==> src/source/GamePkg.sv <==
`default_nettype none

////////////////////////////////////////
// battlefield geometry and tower
////////////////////////////////////////

package GamePkg;

	// position along the track, 0 at the friendly base
	typedef logic [8:0] posT;

	// tower hit points
	typedef logic [7:0] healthT;

	// attack of one unit, or the sum over the whole row
	typedef logic [7:0] damageT;

	// cycles counted by the game tick divider
	typedef logic [23:0] tickCountT;

	localparam posT TowerPos = 9'd320;
	localparam healthT TowerHealthInit = 8'd200;

endpackage

`default_nettype wire

==> src/source/UnitPkg.sv <==
`default_nettype none

////////////////////////////////////////
// unit kinds and their stats
////////////////////////////////////////

package UnitPkg;

	// kind as set on the switches
	typedef logic [1:0] unitKindT;

	typedef enum logic [1:0]
	{
		Idle,
		Marching,
		Sieging
	} unitStateT;

	// track distance covered per game tick
	function automatic GamePkg::posT kindSpeed(input unitKindT kind);
		case (kind)
			2'd0:    return GamePkg::posT'(1);
			2'd1:    return GamePkg::posT'(2);
			2'd2:    return GamePkg::posT'(1);
			default: return GamePkg::posT'(3);
		endcase
	endfunction

	// damage dealt to the tower per game tick once sieging
	// slow kinds hit harder
	function automatic GamePkg::damageT kindAttack(input unitKindT kind);
		case (kind)
			2'd0:    return GamePkg::damageT'(2);
			2'd1:    return GamePkg::damageT'(1);
			2'd2:    return GamePkg::damageT'(4);
			default: return GamePkg::damageT'(1);
		endcase
	endfunction

endpackage

`default_nettype wire

==> src/source/GameSequencer.sv <==
`timescale 1ns/100ps
`default_nettype none

module GameSequencer
#(
	parameter int NumUnits = 8,
	parameter int TickDiv = 1000000
)
(
	input wire logic ClkPort,
	input wire logic Reset,
	input wire logic Purchase,
	input wire UnitPkg::unitKindT KindSel,
	input wire logic [NumUnits-1:0] Busy,
	input wire logic GameOver,
	output logic Tick,
	output logic [NumUnits-1:0] Spawn,
	output UnitPkg::unitKindT SpawnKind
);

	GamePkg::tickCountT tickCount;
	logic [NumUnits-1:0] freeOneHot;
	logic anyFree;

	////////////////////////////////////////
	// game tick divider
	////////////////////////////////////////

	// counter freezes once the tower is down, so no more ticks
	always_ff @(posedge ClkPort, posedge Reset)
	begin
		if (Reset)
		begin
			tickCount <= '0;
			Tick <= 1'b0;
		end
		else if (GameOver)
			Tick <= 1'b0;
		else if (tickCount == GamePkg::tickCountT'(TickDiv - 1))
		begin
			tickCount <= '0;
			Tick <= 1'b1;
		end
		else
		begin
			tickCount <= tickCount + 1'b1;
			Tick <= 1'b0;
		end
	end

	////////////////////////////////////////
	// slot allocation
	////////////////////////////////////////

	assign anyFree = |(~Busy);

	// lowest slot that is not busy wins
	always_comb
	begin
		freeOneHot = '0;
		for (int i = NumUnits - 1; i >= 0; i--)
			if (!Busy[i])
				freeOneHot = NumUnits'(1) << i;
	end

	// one-cycle spawn strobe, dropped when full or game over
	always_ff @(posedge ClkPort, posedge Reset)
	begin
		if (Reset)
			Spawn <= '0;
		else if (Purchase && anyFree && !GameOver)
			Spawn <= freeOneHot;
		else
			Spawn <= '0;
	end

	// kind rides along with the strobe
	always_ff @(posedge ClkPort)
	begin
		if (Purchase)
			SpawnKind <= KindSel;
	end

endmodule

`default_nettype wire

==> src/source/Unit.sv <==
`timescale 1ns/100ps
`default_nettype none

module Unit
(
	input wire logic ClkPort,
	input wire logic Reset,
	input wire logic Tick,
	input wire logic Spawn,
	input wire UnitPkg::unitKindT SpawnKind,
	output logic Busy,
	output GamePkg::posT Position,
	output GamePkg::damageT Attack
);

	UnitPkg::unitStateT state;
	UnitPkg::unitKindT kind;
	GamePkg::posT nextPos;

	// unit kind, taken when the slot is filled
	always_ff @(posedge ClkPort)
	begin
		if (Spawn && state == UnitPkg::Idle)
			kind <= SpawnKind;
	end

	assign nextPos = Position + UnitPkg::kindSpeed(kind);

	////////////////////////////////////////
	// march and siege
	////////////////////////////////////////

	always_ff @(posedge ClkPort, posedge Reset)
	begin
		if (Reset)
		begin
			state <= UnitPkg::Idle;
			Position <= '0;
		end
		else
		begin
			case (state)
				UnitPkg::Idle:
					if (Spawn)
					begin
						state <= UnitPkg::Marching;
						Position <= '0;
					end
				UnitPkg::Marching:
					// clamp at the tower and start the siege
					if (Tick)
					begin
						if (nextPos >= GamePkg::TowerPos)
						begin
							Position <= GamePkg::TowerPos;
							state <= UnitPkg::Sieging;
						end
						else
							Position <= nextPos;
					end
				UnitPkg::Sieging:
					state <= UnitPkg::Sieging;
				default:
					state <= UnitPkg::Idle;
			endcase
		end
	end

	assign Busy = (state != UnitPkg::Idle);
	assign Attack = (state == UnitPkg::Sieging) ? UnitPkg::kindAttack(kind) : '0;

endmodule

`default_nettype wire

==> src/source/TowerSiege.sv <==
`timescale 1ns/100ps
`default_nettype none

module TowerSiege
#(
	parameter int NumUnits = 8
)
(
	input wire logic ClkPort,
	input wire logic Reset,
	input wire logic Tick,
	input wire logic [NumUnits-1:0] Busy,
	input wire GamePkg::posT Position [NumUnits],
	input wire GamePkg::damageT Attack [NumUnits],
	output GamePkg::healthT TowerHealth,
	output GamePkg::posT FriendlyFront,
	output logic GameOver
);

	GamePkg::damageT damageSum;
	GamePkg::posT frontMax;

	////////////////////////////////////////
	// damage
	////////////////////////////////////////

	// 16 slots of at most 4 each, no overflow in 8 bits
	always_comb
	begin
		damageSum = '0;
		for (int i = 0; i < NumUnits; i++)
			damageSum = damageSum + Attack[i];
	end

	// saturate at zero, game over on the same edge
	always_ff @(posedge ClkPort, posedge Reset)
	begin
		if (Reset)
		begin
			TowerHealth <= GamePkg::TowerHealthInit;
			GameOver <= 1'b0;
		end
		else if (Tick && !GameOver)
		begin
			if (damageSum >= TowerHealth)
			begin
				TowerHealth <= '0;
				GameOver <= 1'b1;
			end
			else
				TowerHealth <= TowerHealth - damageSum;
		end
	end

	////////////////////////////////////////
	// friendly front
	////////////////////////////////////////

	// idle slots do not count
	always_comb
	begin
		frontMax = '0;
		for (int i = 0; i < NumUnits; i++)
			if (Busy[i] && Position[i] > frontMax)
				frontMax = Position[i];
	end

	always_ff @(posedge ClkPort, posedge Reset)
	begin
		if (Reset)
			FriendlyFront <= '0;
		else
			FriendlyFront <= frontMax;
	end

endmodule

`default_nettype wire

==> src/source/BattleLane.sv <==
`timescale 1ns/100ps
`default_nettype none

module BattleLane
#(
	parameter int NumUnits = 8,
	parameter int TickDiv = 1000000
)
(
	input wire logic ClkPort,
	input wire logic Reset,
	input wire logic Purchase,
	input wire UnitPkg::unitKindT KindSel,
	output GamePkg::healthT TowerHealth,
	output GamePkg::posT FriendlyFront,
	output logic GameOver
);

	logic tick;
	logic [NumUnits-1:0] spawn;
	logic [NumUnits-1:0] busy;
	UnitPkg::unitKindT spawnKind;
	GamePkg::posT unitPos [NumUnits];
	GamePkg::damageT unitAttack [NumUnits];

	GameSequencer #(.NumUnits(NumUnits), .TickDiv(TickDiv)) u_sequencer
	(
		.ClkPort(ClkPort),
		.Reset(Reset),
		.Purchase(Purchase),
		.KindSel(KindSel),
		.Busy(busy),
		.GameOver(GameOver),
		.Tick(tick),
		.Spawn(spawn),
		.SpawnKind(spawnKind)
	);

	// one slot per friendly unit
	for (genvar i = 0; i < NumUnits; i++)
	begin : g_unit
		Unit u_unit
		(
			.ClkPort(ClkPort),
			.Reset(Reset),
			.Tick(tick),
			.Spawn(spawn[i]),
			.SpawnKind(spawnKind),
			.Busy(busy[i]),
			.Position(unitPos[i]),
			.Attack(unitAttack[i])
		);
	end

	TowerSiege #(.NumUnits(NumUnits)) u_siege
	(
		.ClkPort(ClkPort),
		.Reset(Reset),
		.Tick(tick),
		.Busy(busy),
		.Position(unitPos),
		.Attack(unitAttack),
		.TowerHealth(TowerHealth),
		.FriendlyFront(FriendlyFront),
		.GameOver(GameOver)
	);

endmodule

`default_nettype wire

==> config.mk <==
export PLATFORM = sky130hd
export DESIGN_NAME = BattleLane
export DESIGN_NICKNAME = d
export VERILOG_FILES = /design/src/source/GamePkg.sv /design/src/source/UnitPkg.sv /design/src/source/GameSequencer.sv /design/src/source/Unit.sv /design/src/source/TowerSiege.sv /design/src/source/BattleLane.sv
export SDC_FILE = /design/constraint.sdc
export NUM_CORES = 1
export LEC_CHECK = 0
export BUFFER_PORTS_ARGS = -buffer_cell sky130_fd_sc_hd__buf_2
export CORE_MARGIN = 2
export CORE_UTILIZATION = 30
export DETAILED_ROUTE_END_ITERATION = 16
export MAX_ROUTING_LAYER = met4
export PLACE_DENSITY = 0.52
export SETUP_SLACK_MARGIN = 0.1
export SLEW_MARGIN = 10
export SYNTH_ARGS = -nofsm -noshare
export SYNTH_HDL_FRONTEND = slang
export SYNTH_SLANG_ARGS = --single-unit
==> constraint.sdc <==
create_clock -name ClkPort -period 35.1 [get_ports ClkPort]
set_clock_uncertainty 0.15 [all_clocks]
set_input_delay 7.02 -clock ClkPort [delete_from_list [all_inputs] [get_ports ClkPort]]
set_output_delay 7.02 -clock ClkPort [all_outputs]
set_load 0.005 [all_outputs]
==> results of run 1 <==
cell usage in the layout (no fill, tap or decap), types with 19 or more instances in the layout:
cell,netlist,layout
buf_2,0,22
nand2b_1,29,29
a21o_1,41,41
ha_1,115,115
dfrtp_1,136,136
nor3_1,20,19
xnor2_1,37,37
mux2i_1,25,25
fa_1,23,23
o21ai_0,74,74
xor2_1,34,34
nor2_1,103,103
a21oi_1,74,74
clkbuf_16,0,19
nand4_1,23,23
and3_1,26,26
inv_1,102,101
and2_1,20,20
nand2_1,130,130
nand3_1,51,51
per-layer routing:
| metal | share of wire [%] | GRT usage [%] | vias up |
|---|---|---|---|
| met3 | 2.8 | 1.91 | 31 |
| met2 | 45 | 23.9 | 133 |
| li1 | - | - | 4665 |
| met5 | 0 | - | - |
| met1 | 50 | 20.4 | 4524 |
| met4 | 1.8 | 4.66 | 0 |
flip-flops by register name, indices dropped and copies added, names as in the netlist:
register and count:
u_sequencer.SpawnKind 2, u_siege.TowerHealth 8, u_siege.FriendlyFront 9, g_unit.u_unit.state 16, u_sequencer.Tick 1, g_unit.u_unit.Position 72
g_unit.u_unit.kind 16, u_siege.GameOver 1, u_sequencer.tickCount 24, u_sequencer.Spawn 8
cells by family (layout without fill, tap and decap cells):
group                    after synthesis  after routing  synth area share, %
XOR/XNOR                              71             71                 5.18
buffers and inverters                148            161                 5.06
adder cells (fa/ha/maj)              141            141                 16.1
AO/OA/AOI/OAI                        288            288                 16.0
flip-flops                           157            157                 33.5
multiplexers                          46             46                 4.10
AND/OR/NAND/NOR                      478            478                 20.1
cell type report:
class / instances / share of cell area [%]
clock buffer: 20 / 3.71
sequential: 157 / 30.5
timing repair buffer: 25 / 1.01
tap: 525 / 4.98
multi-input combinational: 1024 / 56.1
clock inverter: 12 / 0.731
inverter: 104 / 3.00
path summary, 6_finish.rpt:
path,depth (start not counted),endpoint
setup / recovery,76,u_siege.FriendlyFront[8]
max in group asynchronous,3,u_sequencer.tickCount[21]
hold / removal,1,u_sequencer.tickCount[23]
min in group asynchronous,2,g_unit[3].u_unit.Position[6]
hold reg to reg,1,u_sequencer.tickCount[23]
setup reg to reg,76,u_siege.FriendlyFront[8]
stage by stage:
| step | util (%) | area [sq um] |
|---|---|---|
| floorplan | - | 12000 |
| global placement | 31.8 | 12600 |
| detailed placement | 31.8 | 12600 |
| CTS | 33.3 | 13200 |
| global route | 33.3 | 13200 |
| finish | 33.3 | 13200 |
==> metrics.md, run 1 <==
| Metric | Value |
|---|---|
| Max-slew violations | `0` |
| Status | `finished clean` |
| CTS buffer count | `17` |
| Final Hold Viols | `0` |
| Largest net degree at the start of global routing | `96` |
| Slowest cell on crit path | `and2_1` |
| FP Rows | `73` |
| Grt ovf | `0` |
| Final ANT Viol Nets | `0` |
| H-tree depth | `4` |
| Number of setup buffers added after CTS | `0` |
| Final std cells w/o fill | `1867` |
| Vias in the first global route | `9365` |
| Seq/Total Area, Yosys | `between 30% and 40%` |
| Pre-CTS setup slack | `between 15 and 20 ns` |
| Worst slew margin | `34.2%` |
| Clock-pin slew on the worst setup and hold paths | `0.07 ns` |
| Max FO, Critical Path | `25` |
| Fmax | `57.4 MHz` |
| Worst path max stage delay | `~0.68 ns` |
| Clk_lat worst skew | `roughly 0.44 ns` |
| Worst Slack Setup Final | `17.69 ns` |
| Post-synthesis async set-or-reset flop share | `88.5%` |
| Prevailing post-synth register cell | `dfrtp_1` |
| CTS tree | `built` |
| TritonRoute pass-1 iters | `5` |
| Post-cts resize count | `0` |
| Multi-input logic area | `7390 sq um` |
| Tot GR Track Use | `15.2%` |
| Inst Count DP | `1835` |
| Fillers | `4143` |
| Total nets after synthesis | `1472` |
| Dominant cells by area after synthesis | `dfrtp_1, ha_1, edfxtp_1` |
| I/O Pins | `23` |
| Final min period | `about 17 ns` |
| WS Path Type | `register to register` |
| Hold Crit Class | `register to register` |
| Period utilisation layout | `~50%` |
| R2r setup slk | `17.69 ns` |
| Top cell type's share of synthesized area | `roughly 28%` |
| Netlist Area Pre-Place | `12000 sq um` |
| Clock Tree Buf Depth | `2` |
| Core Box Area | `39600 sq um` |
| Number of antenna violations at the first check in global routing | `0` |
| Gp weighted congestion | `0.890` |
| Reg-to-reg critical path startpoint | `g_unit[0].u_unit.state[1]` |
| # diodes | `0` |
| #FFs+latches synth | `157` |
| Hold Path Origin | `u_sequencer.tickCount[23]` |
| Unrepaired setup endpoints after global routing | `no` |
| Synth warn | `0` |
| Hold Slack | `0.323 ns` |
| Nets | `approximately 1500` |
| CP top delay family | `compound AO/OA/AOI/OAI gates` |
| Synth cell count leaders | `dfrtp_1, nand2_1, ha_1` |
| DRT iter0 DRCs | `roughly 560` |
| Setup TNS | `0 ns` |
| Hold Buf Count CTS | `0` |
| Worst Setup End Kind | `register` |
| Vias | `9353` |
| Top-count cell post-synth | `dfrtp_1` |
| Root buf cell | `clkbuf_16` |
| First-pass GRT wire length | `49.0 mm` |
| Register Area | `4020 sq um` |
| Worst path buffer plus inverter count | `7` |
| Layout cell share with drive strength beyond 1 | `8.35%` |
| Crit path DAT | `17.53 ns` |
| Clock sinks | `approximately 160` |
| Die W | `204 um` |
| Worst-margin pin slew | `a little under 1 ns` |
| Mean routed wirelength per cell | `15.8 um` |
| Vias/cell | `5.01` |
| Most used cell, CP | `a21oi_1` |
| Number of flops mapped to enable cells by yosys | `18` |
| IO buf count | `22` |
| Die footprint | `41700 sq um` |
| Initial Util | `30.3%` |
| DRC Markers | `0` |
| Crit start category | `register` |
| Max Cap Violations | `0` |
| Area Growth Syn to Fin | `9.72%` |
| Final setup violation count | `0` |
| Die height | `204 um` |
| Cell count after synthesis | `1329` |
| Number of distinct library cells after synthesis | `77` |
| DP Wirelength | `22.6 mm` |
| DRT Wirelength | `29.5 mm` |
| Critical Path Start | `g_unit[0].u_unit.state[1]` |
| Cell taking the most area after synthesis | `dfrtp_1` |
| CP Data Required Time | `35.22 ns` |
| Syn avg cell area | `9.04 sq um` |
Power of run 1 is left out: the tool's default activity adds up to more than one toggle a clock period on the data nets, which glitch-free logic cannot reach.
==> run 2, diff against run 1 <==
- clock period: 35.1 -> 17.4 ns (I/O delays scaled with it)
==> metrics.md, run 2 (synthesis results as in run 1) <==
| Metric | Value |
|---|---|
| Vias in the first global route | `9254` |
| CP Data Required Time | `17.53 ns` |
| Period utilisation layout | `a little over 90%` |
| Most frequent cells in the layout | `dfrtp_1, nand2_1, ha_1` |
| Unrepaired setup endpoints after global routing | `no` |
| Pre-CTS setup slack | `0.728 ns` |
| Cell count of the worst hold path | `1` |
| CTS tree | `built` |
| Clock Tree Buf Depth | `2` |
| Fmax | `between 60 and 70 MHz` |
| Clock sinks | `157` |
| DP Wirelength | `22.5 mm` |
| Number of antenna violations at the first check in global routing | `0` |
| Hold Slack | `0.329 ns` |
| Worst-margin pin slew | `approximately 0.94 ns` |
| Clk_lat worst skew | `0.43 ns` |
| Die footprint | `41700 sq um` |
| FP Rows | `73` |
| DRC Markers | `0` |
| Slowest cell on crit path | `a2111oi_1` |
| H-tree depth | `4` |
| Grt ovf | `0` |
| Worst R2R Path Depth | `79` |
| Final ANT Viol Nets | `0` |
| Max-slew violations | `0` |
| # diodes | `0` |
| Setup TNS | `0 ns` |
| Area Growth Syn to Fin | `10.4%` |
| Worst Setup End Kind | `register` |
| I/O Pins | `23` |
| R2r setup slk | `1.42 ns` |
| Reg-to-reg critical path startpoint | `g_unit[0].u_unit.state[0]` |
| Worst slew margin | `37.3%` |
| IO buf count | `22` |
| Die height | `204 um` |
| Final min period | `15.98 ns` |
| Worst path max stage delay | `0.45 ns` |
| Reg2reg end | `u_siege.FriendlyFront[8]` |
| Critical Path Start | `g_unit[0].u_unit.state[0]` |
| Layout cell share with drive strength beyond 1 | `slightly above 9%` |
| DRT iter0 DRCs | `630` |
| Nets | `1477` |
| Clock-pin slew on the worst setup and hold paths | `0.07 ns` |
| TritonRoute pass-1 iters | `5` |
| Vias | `9416` |
| Mean routed wirelength per cell | `15.7 um` |
| Core Box Area | `39600 sq um` |
| Most used cell, CP | `a21oi_1` |
| Die W | `between 200 and 250 um` |
| Final Hold Viols | `0` |
| Vias/cell | `approximately 5.0` |
| CTS buffer count | `17` |
| First-pass GRT wire length | `48.8 mm` |
| Final setup violation count | `0` |
| Most common cell after layout, fill and taps aside | `dfrtp_1` |
| Crit path DAT | `around 16 ns` |
| Root buf cell | `clkbuf_16` |
| Final Util | `33.5%` |
| Hold Crit Class | `register to register` |
| Max FO, Critical Path | `25` |
| Status | `finished clean` |
| Hold Path Origin | `u_sequencer.tickCount[23]` |
| Biggest register | `g_unit.u_unit.Position` |
| Crit start category | `register` |
| Worst Slack Setup Final | `~1.4 ns` |
| Max reg flops | `72` |
| Initial Util | `30.3%` |
| Gp weighted congestion | `0.879` |
| Max Cap Violations | `0` |
| Top Registers | `g_unit.u_unit.Position: 72 flops, u_sequencer.tickCount: 24 flops` |
| Largest net degree at the start of global routing | `98` |
| Hold Path Sink | `u_sequencer.tickCount[23]` |
| Tot GR Track Use | `15.1%` |
| DRT Wirelength | `29.4 mm` |
| WS Path Type | `register to register` |
[run 2: cell types whose count changed in the layout (fill, tap and decap cells not counted), sizes merged]
cell and delta:
clkinv +4, inv -5, buf +5, clkbuf +1
[run 2: how the worst max path moves through the flow]
stage | end | depth (start not counted)
2_1_floorplan | u_siege.FriendlyFront[7] | 84
3_3_place_gp | u_siege.FriendlyFront[8] | 77
3_5_place_dp | u_siege.FriendlyFront[8] | 77
4_1_cts | u_siege.FriendlyFront[8] | 77
5_1_grt | u_siege.FriendlyFront[8] | 81
6_report | u_siege.FriendlyFront[8] | 79
[run 2: per-stage QoR]
step	area (sq um)	instances
final	13300	1872
after floorplan	12000	1329
after global placement	12600	1839
after global routing	13300	1872
after CTS	13200	1871
after detailed placement	12600	1839
[run 2: final cells by class]
class                      instances  area, sq um
sequential                       157         4020
timing repair buffer              30          183
fill                            4145        26400
clock buffer                      21          493
multi-input combinational       1024         7430
inverter                         104          399
clock inverter                    11         80.1
tap                              525          657
[run 2: layer usage]
metal / GRT usage, % / vias to the layer above / share of wire (%)
met4: 4.76 / 0 / 2.2
met3: 2.04 / 40 / 3.5
met2: 23.3 / 168 / 45
met1: 20.7 / 4538 / 50
li1: - / 4670 / -
met5: - / - / 0
[run 2: what timing repair did]
action | CTS | global route
endpoints found under the hold margin | 0 | 0
gates resized for setup | 0 | 13
setup endpoints to repair | 0 | 9
hold buffers | 0 | 0
buffers inserted | 0 | 1
[run 2: critical path: cells and delay by family (launching register included)]
family                   cells  cell delay [ns]
AO/OA/AOI/OAI               37             7.50
adder cells (fa/ha/maj)      8             2.20
buffers and inverters        8             1.04
flip-flops                   1             0.39
multiplexers                 3             0.97
AND/OR/NAND/NOR             23             3.55
Power of run 2 is left out for the same reason.
